<file path="src/common/dm_pkg.sv">
/*
  Shared sizes, encodings and DMI transfer types for the JTAG DTM.
  DMI scan layout is {addr, data, op} with op in the two LSBs.
  Address width is fixed at ABITS and is also reported through DTMCS.
  Only opcodes NOP, READ and WRITE are defined; code 3 is reserved.
*/
`default_nettype none

package dm_pkg;

  // --------------------------------------------------
  // TAP and instruction register
  // --------------------------------------------------
  localparam int unsigned IR_LENGTH = 5;

  // Bit 0 must be one for a valid IDCODE
  localparam logic [31:0] IDCODE_VALUE = 32'h1000_2A53;

  typedef enum logic [3:0] {
    TEST_LOGIC_RESET, RUN_TEST_IDLE, SELECT_DR_SCAN,
    CAPTURE_DR, SHIFT_DR, EXIT1_DR, PAUSE_DR, EXIT2_DR,
    UPDATE_DR, SELECT_IR_SCAN, CAPTURE_IR, SHIFT_IR,
    EXIT1_IR, PAUSE_IR, EXIT2_IR, UPDATE_IR
  } tap_state_e;

  typedef enum logic [IR_LENGTH-1:0] {
    BYPASS0   = 5'h00,
    IDCODE    = 5'h01,
    DTMCSR    = 5'h10,
    DMIACCESS = 5'h11,
    BYPASS1   = 5'h1f
  } ir_e;

  // --------------------------------------------------
  // DTMCS and DMI
  // --------------------------------------------------
  localparam int unsigned ABITS = 7;

  // idle hint 1, dmistat 0, abits, version 1 (spec 0.13)
  localparam logic [31:0] DTMCS_VALUE = {17'd0, 3'd1, 2'd0, 6'(ABITS), 4'd1};

  // Writing one here clears the stored DMI response
  localparam int unsigned DTMCS_DMIRESET_BIT = 16;

  typedef enum logic [1:0] {
    DMI_OP_NOP   = 2'h0,
    DMI_OP_READ  = 2'h1,
    DMI_OP_WRITE = 2'h2
  } dmi_op_e;

  typedef enum logic [1:0] {
    DMI_RESP_OK     = 2'h0,
    DMI_RESP_FAILED = 2'h2
  } dmi_resp_e;

  typedef struct packed {
    logic [ABITS-1:0] addr;
    logic [31:0]      data;
    dmi_op_e          op;
  } dmi_req_t;

  typedef struct packed {
    logic [31:0] data;
    dmi_resp_e   resp;
  } dmi_resp_t;

  // Address plus 32 data bits plus 2 op bits
  localparam int unsigned DMI_WIDTH = ABITS + 34;

  // --------------------------------------------------
  // Request queue and register file
  // --------------------------------------------------
  localparam int unsigned QUEUE_DEPTH = 2;
  localparam int unsigned QUEUE_PTR_W = $clog2(QUEUE_DEPTH);
  localparam int unsigned NUM_DM_REGS = 16;
  localparam int unsigned REG_IDX_W   = $clog2(NUM_DM_REGS);

endpackage

`default_nettype wire

</file>
<file path="src/jtag_tap/dmi_jtag_tap.sv">
/*
  IEEE 1149.1 TAP controller for the RISC-V debug transport (spec 0.13).
  Async reset lands in Run-Test-Idle with IDCODE selected.
  Unknown instructions select BYPASS.
  TDO is registered on the falling edge of TCK; no output enable is provided.
  DR strobes are plain state decodes, one TCK cycle per state visit.
*/
`timescale 1ns/1ps
`default_nettype none

module dmi_jtag_tap (
  input  logic tck_i,
  input  logic trst_ni,
  input  logic tms_i,
  input  logic td_i,
  output logic td_o,
  // Strobes and data towards the DR block
  output logic capture_dr_o,
  output logic shift_dr_o,
  output logic update_dr_o,
  output logic tdi_o,
  output logic dtmcs_select_o,
  output logic dmi_select_o,
  output logic dmi_clear_o,
  // Serial outputs of the DR block
  input  logic dtmcs_tdo_i,
  input  logic dmi_tdo_i
);
  import dm_pkg::*;

  tap_state_e tap_state_q, tap_state_d;

  logic capture_ir, shift_ir, update_ir;
  logic test_logic_reset;

  logic [IR_LENGTH-1:0] ir_shift_q;
  ir_e                  ir_q;

  logic [31:0] idcode_q;
  logic        bypass_q;
  logic        idcode_select, bypass_select;
  logic        tdo_mux;

  // --------------------------------------------------
  // TAP FSM
  // --------------------------------------------------
  always_comb begin
    tap_state_d = tap_state_q;
    unique case (tap_state_q)
      TEST_LOGIC_RESET: tap_state_d = tms_i ? TEST_LOGIC_RESET : RUN_TEST_IDLE;
      RUN_TEST_IDLE:    tap_state_d = tms_i ? SELECT_DR_SCAN : RUN_TEST_IDLE;
      // DR column
      SELECT_DR_SCAN:   tap_state_d = tms_i ? SELECT_IR_SCAN : CAPTURE_DR;
      CAPTURE_DR:       tap_state_d = tms_i ? EXIT1_DR : SHIFT_DR;
      SHIFT_DR:         tap_state_d = tms_i ? EXIT1_DR : SHIFT_DR;
      EXIT1_DR:         tap_state_d = tms_i ? UPDATE_DR : PAUSE_DR;
      PAUSE_DR:         tap_state_d = tms_i ? EXIT2_DR : PAUSE_DR;
      EXIT2_DR:         tap_state_d = tms_i ? UPDATE_DR : SHIFT_DR;
      UPDATE_DR:        tap_state_d = tms_i ? SELECT_DR_SCAN : RUN_TEST_IDLE;
      // IR column
      SELECT_IR_SCAN:   tap_state_d = tms_i ? TEST_LOGIC_RESET : CAPTURE_IR;
      CAPTURE_IR:       tap_state_d = tms_i ? EXIT1_IR : SHIFT_IR;
      SHIFT_IR:         tap_state_d = tms_i ? EXIT1_IR : SHIFT_IR;
      EXIT1_IR:         tap_state_d = tms_i ? UPDATE_IR : PAUSE_IR;
      PAUSE_IR:         tap_state_d = tms_i ? EXIT2_IR : PAUSE_IR;
      EXIT2_IR:         tap_state_d = tms_i ? UPDATE_IR : SHIFT_IR;
      UPDATE_IR:        tap_state_d = tms_i ? SELECT_DR_SCAN : RUN_TEST_IDLE;
    endcase
  end

  always_ff @(posedge tck_i, negedge trst_ni) begin
    if (!trst_ni) begin
      tap_state_q <= RUN_TEST_IDLE;
    end else begin
      tap_state_q <= tap_state_d;
    end
  end

  // State decodes
  assign test_logic_reset = (tap_state_q == TEST_LOGIC_RESET);
  assign capture_ir       = (tap_state_q == CAPTURE_IR);
  assign shift_ir         = (tap_state_q == SHIFT_IR);
  assign update_ir        = (tap_state_q == UPDATE_IR);

  // --------------------------------------------------
  // Instruction register
  // --------------------------------------------------
  always_ff @(posedge tck_i, negedge trst_ni) begin
    if (!trst_ni) begin
      ir_shift_q <= '0;
      ir_q       <= IDCODE;
    end else if (test_logic_reset) begin
      ir_shift_q <= '0;
      ir_q       <= IDCODE;
    end else begin
      // Fixed capture pattern, two LSBs are 01 as the standard requires
      if (capture_ir) begin
        ir_shift_q <= 5'b00101;
      end else if (shift_ir) begin
        ir_shift_q <= {td_i, ir_shift_q[IR_LENGTH-1:1]};
      end
      if (update_ir) begin
        ir_q <= ir_e'(ir_shift_q);
      end
    end
  end

  // Instruction decode, anything unknown falls back to BYPASS
  always_comb begin
    idcode_select  = 1'b0;
    bypass_select  = 1'b0;
    dtmcs_select_o = 1'b0;
    dmi_select_o   = 1'b0;
    unique case (ir_q)
      IDCODE:    idcode_select  = 1'b1;
      DTMCSR:    dtmcs_select_o = 1'b1;
      DMIACCESS: dmi_select_o   = 1'b1;
      default:   bypass_select  = 1'b1;
    endcase
  end

  // --------------------------------------------------
  // IDCODE and BYPASS data registers
  // --------------------------------------------------
  always_ff @(posedge tck_i, negedge trst_ni) begin
    if (!trst_ni) begin
      idcode_q <= IDCODE_VALUE;
      bypass_q <= 1'b0;
    end else if (test_logic_reset) begin
      idcode_q <= IDCODE_VALUE;
      bypass_q <= 1'b0;
    end else begin
      if (capture_dr_o && idcode_select) begin
        idcode_q <= IDCODE_VALUE;
      end else if (shift_dr_o && idcode_select) begin
        idcode_q <= {td_i, idcode_q[31:1]};
      end
      // Bypass captures zero, then delays TDI by one bit
      if (capture_dr_o && bypass_select) begin
        bypass_q <= 1'b0;
      end else if (shift_dr_o && bypass_select) begin
        bypass_q <= td_i;
      end
    end
  end

  // --------------------------------------------------
  // TDO
  // --------------------------------------------------
  always_comb begin
    if (shift_ir) begin
      tdo_mux = ir_shift_q[0];
    end else if (idcode_select) begin
      tdo_mux = idcode_q[0];
    end else if (dtmcs_select_o) begin
      tdo_mux = dtmcs_tdo_i;
    end else if (dmi_select_o) begin
      tdo_mux = dmi_tdo_i;
    end else begin
      tdo_mux = bypass_q;
    end
  end

  // Launch on falling edge so the host samples a stable bit on the rising edge
  always_ff @(negedge tck_i, negedge trst_ni) begin
    if (!trst_ni) begin
      td_o <= 1'b0;
    end else begin
      td_o <= tdo_mux;
    end
  end

  // Strobes for the DR block
  assign capture_dr_o = (tap_state_q == CAPTURE_DR);
  assign shift_dr_o   = (tap_state_q == SHIFT_DR);
  assign update_dr_o  = (tap_state_q == UPDATE_DR);
  assign tdi_o        = td_i;
  assign dmi_clear_o  = test_logic_reset;

endmodule

`default_nettype wire

</file>
<file path="src/source/dm_regfile.sv">
/*
  Stand-in debug module: 16 words of 32 bits behind the DMI.
  Takes one request per cycle and never stalls.
  Out-of-range addresses answer FAILED with zero data.
  Response appears one cycle after the pop.
*/
`timescale 1ns/1ps
`default_nettype none

module dm_regfile (
  input  logic               tck_i,
  input  logic               trst_ni,
  input  logic               empty_i,
  input  dm_pkg::dmi_req_t   req_i,
  output logic               pop_o,
  output logic               resp_valid_o,
  output dm_pkg::dmi_resp_t  resp_o
);
  import dm_pkg::*;

  logic [31:0]          regs_q [NUM_DM_REGS];
  logic                 in_range;
  logic [REG_IDX_W-1:0] idx;

  // Always ready, so pop whenever something is queued
  assign pop_o = !empty_i;

  assign in_range = (req_i.addr < ABITS'(NUM_DM_REGS));
  assign idx      = req_i.addr[REG_IDX_W-1:0];

  // --------------------------------------------------
  // Register array
  // --------------------------------------------------
  always_ff @(posedge tck_i, negedge trst_ni) begin
    if (!trst_ni) begin
      for (int i = 0; i < NUM_DM_REGS; i++) begin
        regs_q[i] <= '0;
      end
    end else if (pop_o && in_range && req_i.op == DMI_OP_WRITE) begin
      regs_q[idx] <= req_i.data;
    end
  end

  // --------------------------------------------------
  // Response
  // --------------------------------------------------
  always_ff @(posedge tck_i, negedge trst_ni) begin
    if (!trst_ni) begin
      resp_valid_o <= 1'b0;
      resp_o       <= '{data: '0, resp: DMI_RESP_OK};
    end else begin
      resp_valid_o <= pop_o;
      if (pop_o) begin
        if (!in_range) begin
          resp_o <= '{data: '0, resp: DMI_RESP_FAILED};
        end else if (req_i.op == DMI_OP_WRITE) begin
          // Writes echo the written data
          resp_o <= '{data: req_i.data, resp: DMI_RESP_OK};
        end else if (req_i.op == DMI_OP_READ) begin
          resp_o <= '{data: regs_q[idx], resp: DMI_RESP_OK};
        end else begin
          resp_o <= '{data: '0, resp: DMI_RESP_OK};
        end
      end
    end
  end

endmodule

`default_nettype wire

</file>
<file path="src/source/dmi_jtag.sv">
/*
  JTAG debug transport top level.
  Single TCK domain; TAP, DR block, request queue and register file.
  No output enable; td_o is always driven.
*/
`timescale 1ns/1ps
`default_nettype none

module dmi_jtag (
  input  logic tck_i,
  input  logic trst_ni,
  input  logic tms_i,
  input  logic td_i,
  output logic td_o
);
  import dm_pkg::*;

  // TAP to DR block
  logic capture_dr, shift_dr, update_dr, tdi;
  logic dtmcs_select, dmi_select, dmi_clear;
  logic dtmcs_tdo, dmi_tdo;

  // DR block to queue
  logic     push, full;
  dmi_req_t push_req;

  // Queue to register file and back
  logic      empty, pop, resp_valid;
  dmi_req_t  pop_req;
  dmi_resp_t resp;

  dmi_jtag_tap tap_inst (
    .tck_i          (tck_i),
    .trst_ni        (trst_ni),
    .tms_i          (tms_i),
    .td_i           (td_i),
    .td_o           (td_o),
    .capture_dr_o   (capture_dr),
    .shift_dr_o     (shift_dr),
    .update_dr_o    (update_dr),
    .tdi_o          (tdi),
    .dtmcs_select_o (dtmcs_select),
    .dmi_select_o   (dmi_select),
    .dmi_clear_o    (dmi_clear),
    .dtmcs_tdo_i    (dtmcs_tdo),
    .dmi_tdo_i      (dmi_tdo)
  );

  dmi_jtag_dr dr_inst (
    .tck_i          (tck_i),
    .trst_ni        (trst_ni),
    .tdi_i          (tdi),
    .capture_dr_i   (capture_dr),
    .shift_dr_i     (shift_dr),
    .update_dr_i    (update_dr),
    .dtmcs_select_i (dtmcs_select),
    .dmi_select_i   (dmi_select),
    .dmi_clear_i    (dmi_clear),
    .full_i         (full),
    .push_o         (push),
    .push_req_o     (push_req),
    .resp_valid_i   (resp_valid),
    .resp_i         (resp),
    .dtmcs_tdo_o    (dtmcs_tdo),
    .dmi_tdo_o      (dmi_tdo)
  );

  // TAP reset also flushes pending requests
  dmi_req_queue queue_inst (
    .tck_i      (tck_i),
    .trst_ni    (trst_ni),
    .clear_i    (dmi_clear),
    .push_i     (push),
    .push_req_i (push_req),
    .pop_i      (pop),
    .full_o     (full),
    .empty_o    (empty),
    .pop_req_o  (pop_req)
  );

  dm_regfile regfile_inst (
    .tck_i        (tck_i),
    .trst_ni      (trst_ni),
    .empty_i      (empty),
    .req_i        (pop_req),
    .pop_o        (pop),
    .resp_valid_o (resp_valid),
    .resp_o       (resp)
  );

endmodule

`default_nettype wire

</file>
<file path="src/source/dmi_jtag_dr.sv">
/*
  DTMCS and DMI data registers of the debug transport.
  Both shift LSB first. A DMI update with a non-NOP op pushes a request;
  it is dropped when the queue is full and no busy status is reported.
  A response arriving in the Capture-DR cycle is forwarded into the scan.
*/
`timescale 1ns/1ps
`default_nettype none

module dmi_jtag_dr (
  input  logic                tck_i,
  input  logic                trst_ni,
  input  logic                tdi_i,
  input  logic                capture_dr_i,
  input  logic                shift_dr_i,
  input  logic                update_dr_i,
  input  logic                dtmcs_select_i,
  input  logic                dmi_select_i,
  input  logic                dmi_clear_i,
  // Queue side
  input  logic                full_i,
  output logic                push_o,
  output dm_pkg::dmi_req_t    push_req_o,
  // Response from the register file
  input  logic                resp_valid_i,
  input  dm_pkg::dmi_resp_t   resp_i,
  // Serial outputs to the TAP
  output logic                dtmcs_tdo_o,
  output logic                dmi_tdo_o
);
  import dm_pkg::*;

  logic [31:0]          dtmcs_q;
  logic [DMI_WIDTH-1:0] dmi_q;
  dmi_resp_t            resp_q;
  dmi_resp_t            capture_resp;
  logic                 dmi_reset;

  // --------------------------------------------------
  // DTMCS
  // --------------------------------------------------
  always_ff @(posedge tck_i, negedge trst_ni) begin
    if (!trst_ni) begin
      dtmcs_q <= '0;
    end else if (dtmcs_select_i) begin
      if (capture_dr_i) begin
        dtmcs_q <= DTMCS_VALUE;
      end else if (shift_dr_i) begin
        dtmcs_q <= {tdi_i, dtmcs_q[31:1]};
      end
    end
  end

  // Only dmireset is writable, everything else reads back fixed
  assign dmi_reset = update_dr_i && dtmcs_select_i && dtmcs_q[DTMCS_DMIRESET_BIT];

  // --------------------------------------------------
  // DMI access
  // --------------------------------------------------
  // Response may still be in flight during Capture-DR
  assign capture_resp = resp_valid_i ? resp_i : resp_q;

  always_ff @(posedge tck_i, negedge trst_ni) begin
    if (!trst_ni) begin
      dmi_q <= '0;
    end else if (dmi_select_i) begin
      if (capture_dr_i) begin
        // Address field reads back zero
        dmi_q <= {{ABITS{1'b0}}, capture_resp};
      end else if (shift_dr_i) begin
        dmi_q <= {tdi_i, dmi_q[DMI_WIDTH-1:1]};
      end
    end
  end

  // Request decode straight from the shifted bits
  assign push_req_o = dmi_req_t'(dmi_q);
  assign push_o     = update_dr_i && dmi_select_i && !full_i
                      && (push_req_o.op != DMI_OP_NOP);

  // --------------------------------------------------
  // Stored response
  // --------------------------------------------------
  always_ff @(posedge tck_i, negedge trst_ni) begin
    if (!trst_ni) begin
      resp_q <= '{data: '0, resp: DMI_RESP_OK};
    end else if (dmi_clear_i || dmi_reset) begin
      resp_q <= '{data: '0, resp: DMI_RESP_OK};
    end else if (resp_valid_i) begin
      resp_q <= resp_i;
    end
  end

  // Serial outputs
  assign dtmcs_tdo_o = dtmcs_q[0];
  assign dmi_tdo_o   = dmi_q[0];

endmodule

`default_nettype wire

</file>
<file path="src/source/dmi_req_queue.sv">
/*
  Two-entry FIFO of DMI requests.
  Push when full and pop when empty are ignored.
  Read data is valid whenever empty_o is low.
*/
`timescale 1ns/1ps
`default_nettype none

module dmi_req_queue (
  input  logic              tck_i,
  input  logic              trst_ni,
  input  logic              clear_i,
  input  logic              push_i,
  input  dm_pkg::dmi_req_t  push_req_i,
  input  logic              pop_i,
  output logic              full_o,
  output logic              empty_o,
  output dm_pkg::dmi_req_t  pop_req_o
);
  import dm_pkg::*;

  dmi_req_t               mem_q [QUEUE_DEPTH];
  logic [QUEUE_PTR_W-1:0] wr_ptr_q, rd_ptr_q;
  logic [QUEUE_PTR_W:0]   count_q;
  logic                   do_push, do_pop;

  assign full_o  = (count_q == (QUEUE_PTR_W + 1)'(QUEUE_DEPTH));
  assign empty_o = (count_q == '0);

  // Qualified strobes
  assign do_push = push_i && !full_o;
  assign do_pop  = pop_i && !empty_o;

  // Pointers wrap naturally, depth is a power of two
  always_ff @(posedge tck_i, negedge trst_ni) begin
    if (!trst_ni) begin
      wr_ptr_q <= '0;
      rd_ptr_q <= '0;
      count_q  <= '0;
    end else if (clear_i) begin
      wr_ptr_q <= '0;
      rd_ptr_q <= '0;
      count_q  <= '0;
    end else begin
      if (do_push) begin
        wr_ptr_q <= wr_ptr_q + 1'b1;
      end
      if (do_pop) begin
        rd_ptr_q <= rd_ptr_q + 1'b1;
      end
      // Simultaneous push and pop keeps the count
      if (do_push && !do_pop) begin
        count_q <= count_q + 1'b1;
      end else if (do_pop && !do_push) begin
        count_q <= count_q - 1'b1;
      end
    end
  end

  // Storage
  always_ff @(posedge tck_i) begin
    if (do_push) begin
      mem_q[wr_ptr_q] <= push_req_i;
    end
  end

  assign pop_req_o = mem_q[rd_ptr_q];

endmodule

`default_nettype wire

</file>
<file path="config.mk">
export PLATFORM = sky130hd
export DESIGN_NAME = dmi_jtag
export DESIGN_NICKNAME = d
export VERILOG_FILES = /design/src/common/dm_pkg.sv /design/src/jtag_tap/dmi_jtag_tap.sv /design/src/source/dm_regfile.sv /design/src/source/dmi_jtag.sv /design/src/source/dmi_jtag_dr.sv /design/src/source/dmi_req_queue.sv
export SDC_FILE = /design/constraint.sdc
export NUM_CORES = 1
export LEC_CHECK = 0
export ABC_AREA = 1
export BUFFER_PORTS_ARGS = -buffer_cell sky130_fd_sc_hd__buf_2
export CAP_MARGIN = 20
export CELL_PAD_IN_SITES_DETAIL_PLACEMENT = 2
export CELL_PAD_IN_SITES_GLOBAL_PLACEMENT = 2
export CORE_MARGIN = 2
export CORE_UTILIZATION = 42
export CTS_CLUSTER_DIAMETER = 40
export DETAILED_ROUTE_END_ITERATION = 6
export HOLD_SLACK_MARGIN = 0.08
export MAX_ROUTING_LAYER = met4
export PLACE_DENSITY = 0.92
export SLEW_MARGIN = 20
export SYNTH_ARGS = -nofsm -noshare
export SYNTH_HDL_FRONTEND = slang
export SYNTH_SLANG_ARGS = --single-unit
</file>
<file path="constraint.sdc">
create_clock -name tck_i -period 5.8 [get_ports tck_i]
set_clock_uncertainty 0.2 [all_clocks]
set_input_delay 1.16 -clock tck_i [delete_from_list [all_inputs] [get_ports tck_i]]
set_output_delay 1.16 -clock tck_i [all_outputs]
set_load 0.1 [all_outputs]
</file>
==> results.py, run 1 <==
metrics = {
    "power_and_ir_drop": {
        "peakVddDrop_uv": 406,
        "power_frac_comb": 0.088,
        "p_total_mw": 16.4,
        "seq_power_share": 0.380,
        "p_leak_nw": 20.1,
        "internal-power_mw": 11.2,
        "pwr-share-clk": 0.533,
        "netSwitchingFraction": 0.315,
        "power_density_mw_per_mm2": 382,
        "power.switching_mw": 5.17,
    },
    "critical_path": {
        "required_ns": 6.20,
        "crit_type": "reg -> reg",
        "cp.arrival_ns": 6.27,
        "setup.worst_path.start_class": "flip-flop",
        "end_kind": "flip-flop",
        "worstPathMaxFanout": 65,
    },
    "floorplanning": {
        "die_x_um": 301,
        "core_area_mm2": 0.0870,
        "die_h_um": 301,
        "fp.dieArea_mm2": 0.0904,
        "ios": 5,
        "start_util": 0.425,
        "rows": 108,
    },
    "synthesis": {
        "yosysTopAreaCellShare": 0.470,
        "synth-edff-count": 82,
        "ys_seq_elements": 787,
        "synthFlopType": "dfrtp_1",
        "synth_top_cell_by_area": "dfrtp_1",
        "syn_avg_cell_area_um2": 7.81,
        "synth_cell_types": 38,
        "yosysWarnings": 0,
        "yosys-top-cells-area": "dfrtp_1 47%, nand2_1 20%, edfxtp_1 6.7%",
        "async_reset_ff_frac": 0.896,
        "synth_cells": 4732,
        "synth_area_mm2": 0.0370,
        "synth_fp_nets": 4736,
        "ys_seq_area_frac": 0.544,
    },
    "grt": {
        "antenna_found_initial": 35,
        "grt_usage": 0.496,
        "first_global_vias": 44300,
        "grt_start_max_net_pins": 142,
        "grt_pass1_wl_um": 313000,
        "overflow": 0,
    },
    "place": {
        "dp_cells": 5690,
        "routabilityCongestion": 0.796,
        "dpl.hpwl_um": 94700,
        "numPortBuffers": 4,
    },
    "timing": {
        "setup_tns_ns": -0.0695,
        "worst_pin_slew_ns": 1.66,
        "finalHoldViolCount": 0,
        "setup_viol": 1,
        "slew_headroom": -0.115,
        "fmaxAchievable_mhz": 170,
        "slew_viol_final": 3,
        "rsz0062_at_grt": "no",
        "hold_slack_ns": 0.297,
        "finalWorstSetupSlack_ns": -0.0695,
        "period_minus_slack_ns": 5.87,
        "fin_crit_sh": 1.01,
    },
    "clock_network": {
        "clkTransAtPathRegs_ns": 0.06,
        "root_buffer": "clkbuf_16",
        "post-cts-setup-buffer-count": 0,
        "cts_tree": "done",
        "numCtsBuffers": 134,
        "clk_latency_ns": 0.87,
        "cts.path.max_buffers": 3,
        "h-tree-depth": 4,
        "clock-sinks": 787,
    },
    "routing": {
        "drtPass1Iterations": 7,
        "drtAntennaViolNets": 0,
        "vias": 39800,
        "post-route-drc-count": 11,
        "wl_per_cell_um": 38.4,
        "routed_wl_um": 230000,
        "drt_first_iter_violations": 5508,
        "drt-vias-per-instance": 6.64,
    },
    "outcome": {
        "outcome": "finished with violations",
        "violations": "DRC, capacitance limit, slew limit, setup timing",
    },
    "cells_and_area": {
        "final_cell_mix": "1975 x nand2_1, 692 x dfrtp_1, 534 x inv_1",
        "drive_above_1_share": 0.0768,
        "syn_to_final_growth_pct": 16.0,
        "final_nets": 4679,
        "final_util": 0.493,
        "layout.cells.non_filler": 6000,
        "final_common_cell": "nand2_1",
    },
    "min_path": {
        "hp-class": "reg -> reg",
    },
    "job": {
        "cap_viol_max_count": 1,
    },
}
==> what timing repair did <==
| action | CTS | global route |
|---|---|---|
| hold buffers | 1 | 0 |
| setup endpoints to repair | 0 | 2 |
| gates resized for setup | 0 | 2 |
| endpoints found under the hold margin | 22 | 0 |
==> Yosys cell counts (2+ instances only) <==
cell type / n
o21a_1: 7
buf_2: 119
nand2_1: 1982
nand4_4: 5
nand4_1: 3
o21ai_0: 471
dfrtp_1: 694
o21ai_1: 178
o31ai_1: 3
o21bai_1: 32
buf_1: 26
nand2_2: 4
nor2_4: 8
mux2i_1: 33
nand3_1: 258
dfstp_2: 10
o22ai_1: 3
edfxtp_1: 82
inv_2: 3
nand4_2: 5
buf_4: 2
clkbuf_1: 134
o211ai_1: 4
inv_1: 535
nor2_1: 78
nor3_1: 3
a21oi_1: 20
nand3b_1: 20
==> state kept, by name, indices dropped and copies added (netlist names), 2 cells and up <==
register	flops
regfile_inst.regs_q	512
queue_inst.mem_q	82
dr_inst.push_req_o	41
dr_inst.resp_q	34
regfile_inst.resp_o	33
dr_inst.dtmcs_q	32
tap_inst.idcode_q	32
tap_inst.ir_q	5
tap_inst.ir_shift_q	5
tap_inst.tap_state_q	4
queue_inst.count_q	2
==> metal layers <==
metal,track usage,up-vias,routed length [um]
li1,-,14700,-
met2,0.758,3390,103000
met3,0.175,1652,25300
met5,-,-,0
met4,0.405,0,24000
met1,0.518,20100,78000
==> worst max-delay path, stage by stage, from the launching register on <==
cell      delay (ns)
dfrtp_2         0.60
inv_2           0.62
buf_4           0.32
nand2_1         0.46
nand2_2         0.36
nand2_1         0.15
clkinv_2        0.50
buf_4           0.61
nand2_1         0.35
nor2_4          0.25
buf_12          0.38
nand2_1         0.19
o21ai_1         0.60
==> kinds of logic after synthesis <==
kind of cell	count (synthesis)	share of synthesized area
compound gates	724	0.102
buf+inv	820	0.0877
flops	787	0.544
mux	33	0.00894
simple gates	2368	0.257
==> cell type report <==
type	instances	area, um2
repair buffers	89	805
inverters	538	2020
well taps	1155	1450
clock inverters	74	902
multi-input cells	3125	13800
flip-flops and latches	787	20100
diodes	64	160
fillers	9426	44100
clock buffers	168	3640
==> power by group through the flow <==
stage | Combinational, mW | Sequential [mW] | Clock (mW)
finish | 1.44 | 6.22 | 8.72
global route | 1.49 | 6.21 | 8.83
CTS | 1.30 | 6.16 | 8.55
detailed placement | 1.18 | 6.19 | 0
global placement | 1.05 | 6.14 | 0
floorplan | 0.677 | 6.10 | 0
==> path summary, 6_finish.rpt <==
check	start	endpoint	slack [ns]	cells after the start
max in group asynchronous	trst_ni	tap_inst.td_o	1.58	2
max	queue_inst.rd_ptr_q	regfile_inst.regs_q[101]	-0.07	12
min	regfile_inst.regs_q[76]	regfile_inst.regs_q[76]	0.30	2
min in group asynchronous	trst_ni	regfile_inst.regs_q[509]	0.66	2
max reg2reg	queue_inst.rd_ptr_q	regfile_inst.regs_q[101]	-0.07	12
min reg2reg	regfile_inst.regs_q[76]	regfile_inst.regs_q[76]	0.30	2
==> per-stage QoR <==
stage	worst slack (ns)	cell area, um2
2_1_floorplan	0.591	37000
5_1_grt	0.0766	42900
6_report	-0.0695	42900
3_5_place_dp	0.733	38100
4_1_cts	0.00805	42700
3_3_place_gp	0.731	38100
No activity file was read; power rests on OpenSTA's default activity.
==> run 2, diff against run 1 <==
- BUFFER_PORTS_ARGS: -buffer_cell sky130_fd_sc_hd__buf_2 -> default
- DONT_BUFFER_PORTS: default -> 1
==> run 2 against run 1 <==
Effect of this change: final cell count decreased by 1.2%; critical endpoint is now td_o; first-iteration DRC count fell by 31%; via count fell by 7.7%; the run ends with hold timing, slew limit left; largest power group unchanged; hold slack lost 0.40 ns; wire length down 16%; die area did not move; core utilization hardly changed; sequential share of layout area is essentially flat; critical path type is now reg -> out; highest routed layer unchanged; critical path depth down 11; non-clock buffer count decreased by 22.
==> results.py, run 2 (synthesized netlist as in run 1, its figures left out) <==
metrics = {
    "timing": {
        "setup_viol": 0,
        "slew_headroom": -1.25,
        "finalHoldViolCount": 70,
        "rsz0062_at_grt": "no",
        "slew_viol_final": 571,
        "finalWorstSetupSlack_ns": 0.134,
        "hold_slack_ns": -0.0984,
        "setup_tns_ns": 0,
        "worst_pin_slew_ns": 3.38,
    },
    "grt": {
        "grt_start_max_net_pins": 706,
        "top_usage_layer": "met2",
        "antenna_found_initial": 3,
        "grt_pass1_wl_um": 287000,
        "overflow": 0,
        "first_global_vias": 42600,
        "met1_usage": 0.494,
        "use_met3": 0.0812,
        "grt_usage": 0.440,
        "grt_util_met2": 0.714,
    },
    "power_and_ir_drop": {
        "seq_power_share": 0.374,
        "power_frac_comb": 0.073,
        "p_leak_nw": 20.2,
        "power.switching_mw": 4.80,
        "power_density_mw_per_mm2": 386,
        "internal-power_mw": 11.7,
        "peakVddDrop_uv": 337,
        "netSwitchingFraction": 0.290,
        "pwr-share-clk": 0.553,
    },
    "clock_network": {
        "root_buffer": "clkbuf_16",
        "clkTransAtPathRegs_ns": 0.06,
        "h-tree-depth": 4,
        "cts.path.max_buffers": 3,
        "clk_latency_ns": 0.78,
        "clock-sinks": 787,
        "post-cts-setup-buffer-count": 0,
        "postCtsResizedCells": 0,
        "cts_tree": "done",
        "numCtsBuffers": 140,
    },
    "critical_path": {
        "crit_family": "flip-flops",
        "crit_chain": "buf_4",
        "setup.worst_path.start_class": "flip-flop",
        "worst-path-buf-inv": 1,
        "worstPathMaxFanout": 1,
        "end_kind": "primary output",
        "crit_type": "reg -> out",
        "max_stage_delay_ns": 0.41,
        "critPathSlowestCell": "dfrtn_1",
        "required_ns": 4.44,
        "cp.arrival_ns": 4.31,
    },
    "floorplanning": {
        "start_util": 0.425,
        "rows": 108,
        "core_area_mm2": 0.0870,
        "die_h_um": 301,
        "die_x_um": 301,
        "fp.dieArea_mm2": 0.0904,
        "ios": 5,
    },
    "cells_and_area": {
        "largest-register": "regfile_inst.regs_q",
        "final_cell_mix": "1975 x nand2_1, 692 x dfrtp_1, 534 x inv_1",
        "drive_above_1_share": 0.0754,
        "largest_reg_flops": 512,
        "final_common_cell": "nand2_1",
        "syn_to_final_growth_pct": 15.9,
        "final_nets": 4663,
    },
    "routing": {
        "drtAntennaViolNets": 0,
        "routed_wl_um": 194000,
        "drt_first_iter_violations": 3794,
        "drtPass1Iterations": 6,
        "vias": 36800,
        "wl_per_cell_um": 32.8,
        "post-route-drc-count": 0,
        "drt-vias-per-instance": 6.20,
    },
    "job": {
        "cap_viol_max_count": 0,
    },
    "place": {
        "place_ws_ns": 0.868,
        "numPortBuffers": 0,
        "dpl.hpwl_um": 89600,
        "routabilityCongestion": 0.786,
    },
    "min_path": {
        "hp-class": "in -> async",
    },
    "outcome": {
        "violations": "hold timing, slew limit",
        "outcome": "finished with violations",
    },
}
## run 2: layout make-up
class	count	area, um2
multi-input combinational	3125	13800
sequential	787	20100
fill	9486	44200
tap	1155	1450
antenna	3	7.51
timing repair buffer	67	586
clock inverter	81	1040
inverter	538	2020
clock buffer	175	3870
## run 2: per-stage QoR
step           total power [mW]  cell area [um2]  std cells  hold slack (ns)  utilization
5_1_grt                    16.8            42800       5931           -0.132        0.492
3_3_place_gp               7.08            37900       5672            0.248        0.436
3_5_place_dp               7.27            37900       5672            0.270        0.436
6_report                   16.5            42800       5931          -0.0984        0.492
2_1_floorplan              6.78            37000       4732            0.237            -
4_1_cts                    16.4            42800       5928           -0.105        0.492
## run 2: power groups by stage
| stage | logic, mW | registers [mW] | clock network, mW |
|---|---|---|---|
| after global routing | 1.29 | 6.18 | 9.34 |
| after global placement | 0.926 | 6.15 | 0 |
| after detailed placement | 1.06 | 6.20 | 0 |
| after CTS | 1.17 | 6.15 | 9.11 |
| final | 1.21 | 6.18 | 9.14 |
| after floorplan | 0.677 | 6.10 | 0 |
## run 2: path summary, 6_finish.rpt
kind | startpoint | end | slack (ns) | depth (start not counted)
min reg2reg | dr_inst.dtmcs_q[24] | dr_inst.dtmcs_q[24] | 0.28 | 2
max | tap_inst.td_o | td_o | 0.13 | 1
max in group asynchronous | trst_ni | tap_inst.td_o | 0.19 | 0
max reg2reg | tap_inst.ir_q[2] | tap_inst.td_o | 0.61 | 8
min | trst_ni | regfile_inst.regs_q[346] | -0.1 | 0
min in group tck_i | dr_inst.dtmcs_q[24] | dr_inst.dtmcs_q[24] | 0.28 | 2
## run 2: per-layer routing
layer  vias up  part of all wire  wire (um)
met1     19100              0.37      71800
met2      2134              0.49      94600
met3       992             0.069      13500
li1      14600                 -          -
met5         -                 0          0
met4         0             0.075      14600
